$ cat config.mk
export PLATFORM = sky130hd
export DESIGN_NAME = ooo_core
export DESIGN_NICKNAME = d
export VERILOG_FILES = /design/src/hdl/ooo_pkg.sv /design/src/hdl/ooo_core.sv /design/src/hdl/register_file.sv /design/src/hdl/reorder_buffer.sv /design/src/hdl/alu_unit.sv /design/src/hdl/reservation_station.sv /design/src/hdl/dispatch_unit.sv /design/src/hdl/fetch_unit.sv
export VERILOG_INCLUDE_DIRS = /design/src /design/src/hdl
export SDC_FILE = /design/constraint.sdc
export NUM_CORES = 2
export LEC_CHECK = 0
export BUFFER_PORTS_ARGS = -buffer_cell sky130_fd_sc_hd__buf_2
export CORE_UTILIZATION = 45
export CTS_CLUSTER_SIZE = 30
export DETAILED_ROUTE_END_ITERATION = 16
export PLACE_DENSITY = 0.72
export SLEW_MARGIN = 20
export SYNTH_ARGS = -nofsm -noshare
export SYNTH_HDL_FRONTEND = slang
export SYNTH_SLANG_ARGS = --single-unit
export TNS_END_PERCENT = 5
$ cat constraint.sdc
create_clock -name clock -period 6.5 [get_ports clock]
set_input_delay 1.3 -clock clock [delete_from_list [all_inputs] [get_ports clock]]
set_output_delay 1.3 -clock clock [all_outputs]
set_load 0.005 [all_outputs]
$ cat src/hdl/ooo_cfg.svh
`ifndef OOO_CFG_SVH
`define OOO_CFG_SVH

////////////////////////////////////////////////////////////////////////////
// core sizes
////////////////////////////////////////////////////////////////////////////

// data path width
`define OOO_XLEN 32

// architectural registers x0..x31
`define OOO_REG_NUM 32

// reorder buffer depth, power of two so the pointers wrap on their own
`define OOO_ROB_SIZE 8

// alu station depth
`define OOO_RS_SIZE 4

// first fetch address out of reset
`define OOO_RESET_PC 0

`endif
$ cat src/hdl/ooo_pkg.sv
`default_nettype none

`include "ooo_cfg.svh"

package ooo_pkg;

    // data and instruction words
    typedef logic [`OOO_XLEN-1:0] word_t;
    typedef logic [31:0] inst_t;

    // register index and rob tag
    typedef logic [$clog2(`OOO_REG_NUM)-1:0] reg_idx_t;
    typedef logic [$clog2(`OOO_ROB_SIZE)-1:0] rob_tag_t;

    // alu operation codes
    typedef logic [3:0] alu_op_t;

    localparam alu_op_t ALU_ADD  = 4'd0;
    localparam alu_op_t ALU_SUB  = 4'd1;
    localparam alu_op_t ALU_AND  = 4'd2;
    localparam alu_op_t ALU_OR   = 4'd3;
    localparam alu_op_t ALU_XOR  = 4'd4;
    localparam alu_op_t ALU_SLT  = 4'd5;
    localparam alu_op_t ALU_SLTU = 4'd6;
    localparam alu_op_t ALU_SLL  = 4'd7;
    localparam alu_op_t ALU_SRL  = 4'd8;
    localparam alu_op_t ALU_SRA  = 4'd9;

    // fetch run state
    typedef enum logic {
        fetch_running,
        fetch_halted
    } fetch_state_t;

endpackage

`default_nettype wire

$ cat src/hdl/ooo_core.sv
`timescale 1ns/1ps
`default_nettype none

module ooo_core import ooo_pkg::*; (
    input  logic     clock,
    input  logic     reset,
    input  inst_t    imem_data,
    output word_t    imem_addr,
    output logic     commit_valid,
    output reg_idx_t commit_idx,
    output word_t    commit_data,
    output word_t    commit_pc,
    output logic     halted
);

    // fetch to dispatch
    inst_t    inst;
    word_t    inst_pc;
    logic     inst_valid;
    logic     stall;
    logic     halt_dispatched;

    // dispatch to station and rob
    logic     dispatch_valid;
    alu_op_t  dispatch_op;
    rob_tag_t dispatch_tag;
    logic     src1_ready;
    rob_tag_t src1_tag;
    word_t    src1_value;
    logic     src2_ready;
    rob_tag_t src2_tag;
    word_t    src2_value;
    reg_idx_t dispatch_rd;
    word_t    dispatch_pc;
    logic     dispatch_halt;

    // rob lookups and status
    logic     rob_full;
    rob_tag_t rob_tail_tag;
    rob_tag_t look1_tag;
    rob_tag_t look2_tag;
    logic     look1_done;
    logic     look2_done;
    word_t    look1_value;
    word_t    look2_value;
    rob_tag_t commit_tag;

    // register file reads
    reg_idx_t rs1_idx;
    reg_idx_t rs2_idx;
    word_t    rs1_value;
    word_t    rs2_value;

    // station to alu, alu onto the data bus
    logic     rs_full;
    logic     issue_valid;
    alu_op_t  issue_op;
    rob_tag_t issue_tag;
    word_t    issue_a;
    word_t    issue_b;
    logic     cdb_valid;
    rob_tag_t cdb_tag;
    word_t    cdb_value;

    ////////////////////////////////////////////////////////////////////////////
    // front end
    ////////////////////////////////////////////////////////////////////////////

    fetch_unit fetch (
        .clock, .reset, .imem_data, .stall, .halt_dispatched,
        .imem_addr, .inst, .inst_pc, .inst_valid
    );

    dispatch_unit dispatch (
        .clock, .reset, .inst, .inst_pc, .inst_valid,
        .rs_full, .rob_full,
        .rob_tail_tag, .look1_done, .look1_value, .look2_done, .look2_value,
        .look1_tag, .look2_tag,
        .rs1_value, .rs2_value, .rs1_idx, .rs2_idx,
        .cdb_valid, .cdb_tag, .cdb_value,
        .commit_valid, .commit_tag,
        .stall, .halt_dispatched,
        .dispatch_valid, .dispatch_op, .dispatch_tag,
        .src1_ready, .src1_tag, .src1_value,
        .src2_ready, .src2_tag, .src2_value,
        .dispatch_rd, .dispatch_pc, .dispatch_halt
    );

    ////////////////////////////////////////////////////////////////////////////
    // issue, execute, commit
    ////////////////////////////////////////////////////////////////////////////

    reservation_station station (
        .clock, .reset, .dispatch_valid, .dispatch_op, .dispatch_tag,
        .src1_ready, .src1_tag, .src1_value,
        .src2_ready, .src2_tag, .src2_value,
        .cdb_valid, .cdb_tag, .cdb_value,
        .rs_full, .issue_valid, .issue_op, .issue_tag, .issue_a, .issue_b
    );

    alu_unit alu (
        .clock, .reset, .issue_valid, .issue_op, .issue_tag, .issue_a, .issue_b,
        .cdb_valid, .cdb_tag, .cdb_value
    );

    reorder_buffer rob (
        .clock, .reset, .dispatch_valid, .dispatch_rd, .dispatch_pc, .dispatch_halt,
        .cdb_valid, .cdb_tag, .cdb_value, .look1_tag, .look2_tag,
        .rob_tail_tag, .rob_full,
        .look1_done, .look1_value, .look2_done, .look2_value,
        .commit_valid, .commit_tag, .commit_idx, .commit_data, .commit_pc, .halted
    );

    register_file regs (
        .clock, .reset, .rs1_idx, .rs2_idx, .commit_valid, .commit_idx, .commit_data,
        .rs1_value, .rs2_value
    );

endmodule

`default_nettype wire

$ cat src/hdl/register_file.sv
`timescale 1ns/1ps
`default_nettype none

`include "ooo_cfg.svh"

module register_file import ooo_pkg::*; (
    input  logic     clock,
    input  logic     reset,
    input  reg_idx_t rs1_idx,
    input  reg_idx_t rs2_idx,
    input  logic     commit_valid,
    input  reg_idx_t commit_idx,
    input  word_t    commit_data,
    output word_t    rs1_value,
    output word_t    rs2_value
);

    word_t regs [`OOO_REG_NUM];

    // x0 reads as zero
    assign rs1_value = (rs1_idx == reg_idx_t'(0)) ? word_t'(0) : regs[rs1_idx];
    assign rs2_value = (rs2_idx == reg_idx_t'(0)) ? word_t'(0) : regs[rs2_idx];

    // commit write port
    always_ff @(posedge clock) begin
        if (reset) begin
            for (int r = 0; r < `OOO_REG_NUM; r++) begin
                regs[r] <= '0;
            end
        end else if (commit_valid && commit_idx != reg_idx_t'(0)) begin
            regs[commit_idx] <= commit_data;
        end
    end

endmodule

`default_nettype wire

$ cat src/hdl/reorder_buffer.sv
`timescale 1ns/1ps
`default_nettype none

`include "ooo_cfg.svh"

module reorder_buffer import ooo_pkg::*; (
    input  logic     clock,
    input  logic     reset,
    input  logic     dispatch_valid,
    input  reg_idx_t dispatch_rd,
    input  word_t    dispatch_pc,
    input  logic     dispatch_halt,
    input  logic     cdb_valid,
    input  rob_tag_t cdb_tag,
    input  word_t    cdb_value,
    input  rob_tag_t look1_tag,
    input  rob_tag_t look2_tag,
    output rob_tag_t rob_tail_tag,
    output logic     rob_full,
    output logic     look1_done,
    output word_t    look1_value,
    output logic     look2_done,
    output word_t    look2_value,
    output logic     commit_valid,
    output rob_tag_t commit_tag,
    output reg_idx_t commit_idx,
    output word_t    commit_data,
    output word_t    commit_pc,
    output logic     halted
);

    localparam int CW = $clog2(`OOO_ROB_SIZE) + 1;

    rob_tag_t                head;
    rob_tag_t                tail;
    logic [CW-1:0]           count;
    logic [`OOO_ROB_SIZE-1:0] done;
    logic [`OOO_ROB_SIZE-1:0] is_halt;
    reg_idx_t                rd    [`OOO_ROB_SIZE];
    word_t                   pc    [`OOO_ROB_SIZE];
    word_t                   value [`OOO_ROB_SIZE];
    logic                    retire;

    assign rob_tail_tag = tail;
    assign rob_full     = count == CW'(`OOO_ROB_SIZE);

    // operand lookups for dispatch
    assign look1_done  = done[look1_tag];
    assign look1_value = value[look1_tag];
    assign look2_done  = done[look2_tag];
    assign look2_value = value[look2_tag];

    // head leaves once done, a halt retires without a register write
    assign retire       = count != '0 && done[head];
    assign commit_valid = retire && !is_halt[head];
    assign commit_tag   = head;
    assign commit_idx   = rd[head];
    assign commit_data  = value[head];
    assign commit_pc    = pc[head];

    ////////////////////////////////////////////////////////////////////////////
    // pointers, done bits, halted
    ////////////////////////////////////////////////////////////////////////////

    always_ff @(posedge clock) begin
        if (reset) begin
            head   <= '0;
            tail   <= '0;
            count  <= '0;
            done   <= '0;
            halted <= 1'b0;
        end else begin
            if (cdb_valid) done[cdb_tag] <= 1'b1;
            // allocate clears done, the slot is never the bus tag
            if (dispatch_valid) begin
                done[tail] <= 1'b0;
                tail       <= tail + rob_tag_t'(1);
            end
            if (retire) begin
                head <= head + rob_tag_t'(1);
                if (is_halt[head]) halted <= 1'b1;
            end
            count <= count + CW'(dispatch_valid) - CW'(retire);
        end
    end

    // entry payload
    always_ff @(posedge clock) begin
        if (cdb_valid) value[cdb_tag] <= cdb_value;
        if (dispatch_valid) begin
            rd[tail]      <= dispatch_rd;
            pc[tail]      <= dispatch_pc;
            is_halt[tail] <= dispatch_halt;
        end
    end

endmodule

`default_nettype wire

$ cat src/hdl/alu_unit.sv
`timescale 1ns/1ps
`default_nettype none

module alu_unit import ooo_pkg::*; (
    input  logic     clock,
    input  logic     reset,
    input  logic     issue_valid,
    input  alu_op_t  issue_op,
    input  rob_tag_t issue_tag,
    input  word_t    issue_a,
    input  word_t    issue_b,
    output logic     cdb_valid,
    output rob_tag_t cdb_tag,
    output word_t    cdb_value
);

    word_t      result;
    logic [4:0] shamt;

    // shift amount from the low bits only
    assign shamt = issue_b[4:0];

    always_comb begin
        case (issue_op)
            ALU_SUB:  result = issue_a - issue_b;
            ALU_AND:  result = issue_a & issue_b;
            ALU_OR:   result = issue_a | issue_b;
            ALU_XOR:  result = issue_a ^ issue_b;
            ALU_SLT:  result = word_t'($signed(issue_a) < $signed(issue_b));
            ALU_SLTU: result = word_t'(issue_a < issue_b);
            ALU_SLL:  result = issue_a << shamt;
            ALU_SRL:  result = issue_a >> shamt;
            ALU_SRA:  result = word_t'($signed(issue_a) >>> shamt);
            default:  result = issue_a + issue_b;
        endcase
    end

    // bus valid, one cycle after issue
    always_ff @(posedge clock) begin
        if (reset) begin
            cdb_valid <= 1'b0;
        end else begin
            cdb_valid <= issue_valid;
        end
    end

    // bus payload
    always_ff @(posedge clock) begin
        cdb_tag   <= issue_tag;
        cdb_value <= result;
    end

endmodule

`default_nettype wire

$ cat src/hdl/reservation_station.sv
`timescale 1ns/1ps
`default_nettype none

`include "ooo_cfg.svh"

module reservation_station import ooo_pkg::*; (
    input  logic     clock,
    input  logic     reset,
    input  logic     dispatch_valid,
    input  alu_op_t  dispatch_op,
    input  rob_tag_t dispatch_tag,
    input  logic     src1_ready,
    input  rob_tag_t src1_tag,
    input  word_t    src1_value,
    input  logic     src2_ready,
    input  rob_tag_t src2_tag,
    input  word_t    src2_value,
    input  logic     cdb_valid,
    input  rob_tag_t cdb_tag,
    input  word_t    cdb_value,
    output logic     rs_full,
    output logic     issue_valid,
    output alu_op_t  issue_op,
    output rob_tag_t issue_tag,
    output word_t    issue_a,
    output word_t    issue_b
);

    localparam int RW = $clog2(`OOO_RS_SIZE);

    logic [`OOO_RS_SIZE-1:0] valid;
    logic [`OOO_RS_SIZE-1:0] rdy1;
    logic [`OOO_RS_SIZE-1:0] rdy2;
    logic [`OOO_RS_SIZE-1:0] ready;
    alu_op_t                 op   [`OOO_RS_SIZE];
    rob_tag_t                tag  [`OOO_RS_SIZE];
    rob_tag_t                tag1 [`OOO_RS_SIZE];
    rob_tag_t                tag2 [`OOO_RS_SIZE];
    word_t                   val1 [`OOO_RS_SIZE];
    word_t                   val2 [`OOO_RS_SIZE];
    logic [RW-1:0]           free_idx;
    logic [RW-1:0]           issue_idx;

    assign ready       = valid & rdy1 & rdy2;
    assign rs_full     = &valid;
    assign issue_valid = |ready;

    // lowest free slot and lowest ready entry, scanned from the top
    always_comb begin
        free_idx  = '0;
        issue_idx = '0;
        for (int i = `OOO_RS_SIZE - 1; i >= 0; i--) begin
            if (!valid[i]) free_idx = RW'(i);
            if (ready[i]) issue_idx = RW'(i);
        end
    end

    assign issue_op  = op[issue_idx];
    assign issue_tag = tag[issue_idx];
    assign issue_a   = val1[issue_idx];
    assign issue_b   = val2[issue_idx];

    always_ff @(posedge clock) begin
        if (reset) begin
            valid <= '0;
        end else begin
            // wakeup from the bus
            if (cdb_valid) begin
                for (int i = 0; i < `OOO_RS_SIZE; i++) begin
                    if (valid[i] && !rdy1[i] && tag1[i] == cdb_tag) begin
                        rdy1[i] <= 1'b1;
                        val1[i] <= cdb_value;
                    end
                    if (valid[i] && !rdy2[i] && tag2[i] == cdb_tag) begin
                        rdy2[i] <= 1'b1;
                        val2[i] <= cdb_value;
                    end
                end
            end
            // issued entry leaves
            if (issue_valid) valid[issue_idx] <= 1'b0;
            // new entry into a free slot
            if (dispatch_valid) begin
                valid[free_idx] <= 1'b1;
                op[free_idx]    <= dispatch_op;
                tag[free_idx]   <= dispatch_tag;
                rdy1[free_idx]  <= src1_ready;
                tag1[free_idx]  <= src1_tag;
                val1[free_idx]  <= src1_value;
                rdy2[free_idx]  <= src2_ready;
                tag2[free_idx]  <= src2_tag;
                val2[free_idx]  <= src2_value;
            end
        end
    end

endmodule

`default_nettype wire

$ cat src/hdl/dispatch_unit.sv
`timescale 1ns/1ps
`default_nettype none

`include "ooo_cfg.svh"

module dispatch_unit import ooo_pkg::*; (
    input  logic     clock,
    input  logic     reset,
    input  inst_t    inst,
    input  word_t    inst_pc,
    input  logic     inst_valid,
    input  logic     rs_full,
    input  logic     rob_full,
    input  rob_tag_t rob_tail_tag,
    input  logic     look1_done,
    input  word_t    look1_value,
    input  logic     look2_done,
    input  word_t    look2_value,
    output rob_tag_t look1_tag,
    output rob_tag_t look2_tag,
    input  word_t    rs1_value,
    input  word_t    rs2_value,
    output reg_idx_t rs1_idx,
    output reg_idx_t rs2_idx,
    input  logic     cdb_valid,
    input  rob_tag_t cdb_tag,
    input  word_t    cdb_value,
    input  logic     commit_valid,
    input  rob_tag_t commit_tag,
    output logic     stall,
    output logic     halt_dispatched,
    output logic     dispatch_valid,
    output alu_op_t  dispatch_op,
    output rob_tag_t dispatch_tag,
    output logic     src1_ready,
    output rob_tag_t src1_tag,
    output word_t    src1_value,
    output logic     src2_ready,
    output rob_tag_t src2_tag,
    output word_t    src2_value,
    output reg_idx_t dispatch_rd,
    output word_t    dispatch_pc,
    output logic     dispatch_halt
);

    logic [6:0]              opcode;
    logic [2:0]              funct3;
    logic                    is_op;
    logic                    is_imm;
    word_t                   imm;
    alu_op_t                 op;
    logic [`OOO_REG_NUM-1:0] busy;
    rob_tag_t                map_tag [`OOO_REG_NUM];
    logic                    halt_seen;
    logic [`OOO_XLEN:0]      pick1;
    logic [`OOO_XLEN:0]      pick2;

    // regfile, then done rob entry, then the bus this cycle, else wait on tag
    function automatic logic [`OOO_XLEN:0] pick_source(
        input logic     busy_bit,
        input word_t    rf_value,
        input rob_tag_t tag,
        input logic     done,
        input word_t    done_value
    );
        if (!busy_bit) return {1'b1, rf_value};
        if (done) return {1'b1, done_value};
        if (cdb_valid && cdb_tag == tag) return {1'b1, cdb_value};
        return {1'b0, rf_value};
    endfunction

    // decode, anything but OP / OP-IMM is the halt
    assign opcode        = inst[6:0];
    assign funct3        = inst[14:12];
    assign is_op         = opcode == 7'b0110011;
    assign is_imm        = opcode == 7'b0010011;
    assign dispatch_halt = !is_op && !is_imm;
    assign imm           = {{20{inst[31]}}, inst[31:20]};

    always_comb begin
        case (funct3)
            3'b000: op = (is_op && inst[30]) ? ALU_SUB : ALU_ADD;
            3'b001: op = ALU_SLL;
            3'b010: op = ALU_SLT;
            3'b011: op = ALU_SLTU;
            3'b100: op = ALU_XOR;
            3'b101: op = inst[30] ? ALU_SRA : ALU_SRL;
            3'b110: op = ALU_OR;
            default: op = ALU_AND;
        endcase
    end

    // halt runs through the alu as an add of zeros
    assign dispatch_op  = dispatch_halt ? ALU_ADD : op;
    assign dispatch_rd  = dispatch_halt ? reg_idx_t'(0) : inst[11:7];
    assign dispatch_pc  = inst_pc;
    assign dispatch_tag = rob_tail_tag;

    assign stall           = rs_full || rob_full || halt_seen;
    assign dispatch_valid  = inst_valid && !stall;
    assign halt_dispatched = dispatch_valid && dispatch_halt;

    ////////////////////////////////////////////////////////////////////////////
    // operand sourcing
    ////////////////////////////////////////////////////////////////////////////

    assign rs1_idx   = inst[19:15];
    assign rs2_idx   = inst[24:20];
    assign look1_tag = map_tag[rs1_idx];
    assign look2_tag = map_tag[rs2_idx];
    assign src1_tag  = look1_tag;
    assign src2_tag  = look2_tag;

    assign pick1 = pick_source(busy[rs1_idx], rs1_value, look1_tag, look1_done, look1_value);
    assign pick2 = pick_source(busy[rs2_idx], rs2_value, look2_tag, look2_done, look2_value);

    always_comb begin
        {src1_ready, src1_value} = pick1;
        {src2_ready, src2_value} = pick2;
        if (dispatch_halt) begin
            {src1_ready, src1_value} = {1'b1, word_t'(0)};
            {src2_ready, src2_value} = {1'b1, word_t'(0)};
        end else if (is_imm) begin
            {src2_ready, src2_value} = {1'b1, imm};
        end
    end

    // map table, a new producer overrides a commit clear
    always_ff @(posedge clock) begin
        if (reset) begin
            busy      <= '0;
            halt_seen <= 1'b0;
        end else begin
            if (commit_valid) begin
                for (int r = 0; r < `OOO_REG_NUM; r++) begin
                    if (busy[r] && map_tag[r] == commit_tag) busy[r] <= 1'b0;
                end
            end
            // x0 never gets a producer
            if (dispatch_valid && dispatch_rd != reg_idx_t'(0)) begin
                busy[dispatch_rd]    <= 1'b1;
                map_tag[dispatch_rd] <= dispatch_tag;
            end
            if (halt_dispatched) halt_seen <= 1'b1;
        end
    end

endmodule

`default_nettype wire

$ cat src/hdl/fetch_unit.sv
`timescale 1ns/1ps
`default_nettype none

`include "ooo_cfg.svh"

module fetch_unit import ooo_pkg::*; (
    input  logic  clock,
    input  logic  reset,
    input  inst_t imem_data,
    input  logic  stall,
    input  logic  halt_dispatched,
    output word_t imem_addr,
    output inst_t inst,
    output word_t inst_pc,
    output logic  inst_valid
);

    fetch_state_t state;
    word_t        pc;

    // memory answers within the cycle
    assign imem_addr = pc;

    // run/halted machine, pc and valid bit
    always_ff @(posedge clock) begin
        if (reset) begin
            state      <= fetch_running;
            pc         <= word_t'(`OOO_RESET_PC);
            inst_valid <= 1'b0;
        end else begin
            case (state)
                fetch_running: begin
                    if (halt_dispatched) begin
                        state <= fetch_halted;
                    end
                    if (!stall) begin
                        pc <= pc + word_t'(4);
                        // whatever follows the halt is dropped
                        inst_valid <= !halt_dispatched;
                    end
                end
                default: begin
                    inst_valid <= 1'b0;
                end
            endcase
        end
    end

    // instruction latch, held on stall
    always_ff @(posedge clock) begin
        if (!stall) begin
            inst    <= imem_data;
            inst_pc <= pc;
        end
    end

endmodule

`default_nettype wire

==> reports/qor.txt <==
CP max-delay cell -> a222oi_1
fin crit period -> 6034 ps
Hold Slack -> 429.3 ps
gpl congestion -> 0.9800
TritonCTS clock tree -> built
fraction of layout cells with a size suffix above 1 -> 23.08%
sequential area share after synthesis -> 56.10%
final worst slack -> 466.2 ps
Core Box Area -> 251,900 um2
# Post-CTS Setup Buffers -> 0
Yosys warning count -> 0
largest net degree at the start of global routing -> 148
die height -> 505.8 um
Post-Synthesis Cells -> 8,429
post-route cell area -> 126,600 um2
grt ovf -> 0
Final setup viols -> 0
Avg Inst Size Synth -> 13.55 um2
Post-DRT Antenna Nets -> 0
DRT iter0 DRCs -> 12.43k
number of global-route vias before repair -> 78.47k
Worst-path clk slew -> 60 ps
crit path kind -> flop to flop
Yosys cell types -> 87
filler instances -> 20.81k
Post-synth EDFFs -> 2,042
Slew @ Worst Pin -> 1196 ps
Peak VDD IR -> 0.5000 mV
crit path cell chain -> and3_1 -> o31ai_4 -> buf_4 -> a222oi_1 -> ha_1 -> nor2b_1 -> o21ai_0 -> a21oi_1 -> o31ai_1 -> o2111ai_1 -> a21oi_1 -> o31ai_1 -> a221o_1 -> a221o_1 -> a21oi_1 -> or4_1
routed wire length -> 374,400 um
CTS Buf Count -> 212
slew margin rel. -> 19.68%
Crit Path Max Fanout -> 17
DRC Markers -> 0
startpoint types -> flop
max-cap violations -> 0
Chip Width -> 505.8 um
ys flop type -> edfxtp_1
# port buffers -> 132
fin cells -> 11.91k
post-route setup TNS -> 0 ps
DP Area -> 119,500 um2
most frequent cells in the layout -> edfxtp_1 (2,042), nor2_1 (1,400), mux4_2 (886)
number of I/O pins -> 137
Max Slew Vio Count -> 0
CP Data Required Time -> 7190 ps
fmax -> 165.7 MHz
clock sink total -> 2,179
per-cell routed wire length -> 31.45 um
crit end category -> flop
Root Buffer Master -> clkbuf_16
Clock Latency Late Sink -> 910 ps
reg-to-reg startpoint -> station.valid[2]
total global-route track usage -> 28.72%
post-layout net count -> 8,516
pwr dens -> 397.3 nW/um2
Final Cycle Share -> 92.83%
Area Overhead vs Synth -> 10.88%
hold buffer count at CTS -> 0
Mapped Area -> 114,200 um2
Starting Density -> 45.34%
CTS resizes -> 0
CTS H-tree lvls -> 4
CP most frequent cell -> a21oi_1
Post-synth ARST share -> 0%
most common cell after layout, fill and taps aside -> edfxtp_1
status -> finished clean
dpl ws -> 766.1 ps
CTS Buffer Depth -> 3
global-route wire length before repair -> 539,000 um
Final HPWL DP -> 236,600 um
HP Start -> fetch.state
Hold WC Path Type -> flop to flop
Buf/Inv on CP -> 1
RSZ-0062 raised after global routing -> no
die area -> 255,800 um2
#FFs+latches synth -> 2,179
CP Launch Point -> station.valid[2]
row count -> 184
CP peak stage delay -> 810 ps
vias -> 80.03k
antenna violations before repair -> 10
placed cells -> 11.51k
WP data arrival -> 6730 ps
Pleak -> 44.90 nW
iteration count of the initial detailed-routing pass -> 7
final-report hold violation count -> 0
final clock skew -> 91.14 ps
Via density -> 6.721
CP top delay family -> compound AO/OA/AOI/OAI gates
[worst paths after layout]
check / endpoint / slack, ps / cells after the start
max: alu.cdb_value[0] / 470 / 16
min: fetch.inst_valid / 430 / 1
max reg2reg: alu.cdb_value[0] / 470 / 16
min reg2reg: fetch.inst_valid / 430 / 1
[registers in the layout, summed over array words and instances (netlist names), 8 cells and up, named ones only]
| register | count |
|---|---|
| station.tag1 | 12 |
| fetch.inst | 32 |
| rob.is_halt | 8 |
| dispatch.busy | 32 |
| fetch.inst_pc | 30 |
| rob.value | 256 |
| fetch.imem_addr | 30 |
| alu.cdb_value | 32 |
| rob.rd | 40 |
| station.val1 | 128 |
| station.tag | 12 |
| dispatch.map_tag | 96 |
| station.op | 16 |
| rob.done | 8 |
| regs.regs | 1024 |
| station.tag2 | 12 |
| rob.pc | 240 |
| station.val2 | 128 |
[kinds of logic (layout without fill, tap and decap cells)]
logic type,count (synthesis),count (layout),share of synthesized area [%]
fa+ha+maj,109,109,1.214
simple gates,2354,2354,8.650
mux,1369,1369,21.83
xor+xnor,174,174,1.335
flops,2179,2179,56.10
other cells,1,40,0.003284
buf+inv,971,1062,3.343
compound gates,1272,1272,7.525
[final cells by class]
class / instances / area [um2] / share of cell area [%]
antenna: 1 / 2.502 / 0.001976
clock buffer: 280 / 5725 / 4.522
clock inverter: 119 / 1334 / 1.053
inverter: 221 / 830.8 / 0.6562
multi-input combinational: 5317 / 47330 / 37.38
sequential: 2179 / 64110 / 50.63
tap: 3348 / 4189 / 3.308
timing repair buffer: 442 / 3094 / 2.444
[where the power goes]
part / internal [mW] / switching [mW] / total, mW
clock network: 6.98 / 5.62 / 12.6
registers: 17.1 / 1.37 / 18.4
logic: 7.84 / 11.4 / 19.3
[cells in the mapped netlist, types with 33 or more instances]
cell type | number | area share, %
mux4_2 | 887 | 17
a222oi_1 | 33 | 0.29
nor2_1 | 1420 | 4.7
nand2b_1 | 39 | 0.21
clkbuf_1 | 539 | 1.8
edfxtp_1 | 2042 | 54
nand3_1 | 122 | 0.53
nand2_1 | 486 | 1.6
dfxtp_1 | 137 | 2.4
xor2_1 | 42 | 0.32
ha_1 | 106 | 1.2
nand4_1 | 61 | 0.33
xnor2_1 | 132 | 1.0
o22a_1 | 51 | 0.39
a211oi_1 | 41 | 0.27
nor3_1 | 59 | 0.26
buf_2 | 81 | 0.36
nand4b_1 | 39 | 0.30
o21ai_0 | 387 | 1.7
o31ai_1 | 44 | 0.29
a21bo_1 | 52 | 0.46
a21oi_1 | 242 | 1.1
a31o_2 | 38 | 0.29
inv_1 | 212 | 0.70
buf_1 | 115 | 0.38
mux2_2 | 76 | 0.75
o211ai_1 | 55 | 0.36
mux2i_1 | 402 | 3.5
[stage by stage]
| step | utilization [%] | total power [mW] |
|---|---|---|
| global placement | 47.46 | 37.03 |
| finish | 50.27 | 50.31 |
| CTS | 50.26 | 49.78 |
| floorplan | - | 31.04 |
| detailed placement | 47.46 | 37.35 |
| global route | 50.27 | 51.78 |
[metal layers]
| metal | vias up | global-route usage [%] | routed length, um |
|---|---|---|---|
| met4 | 10 | 13.35 | 19810 |
| li1 | 32360 | - | - |
| met5 | - | 0 | 63 |
| met1 | 40090 | 37.60 | 131700 |
| met2 | 6398 | 44.82 | 171900 |
| met3 | 1174 | 7.553 | 50980 |
(Power assumes the default switching activity.)
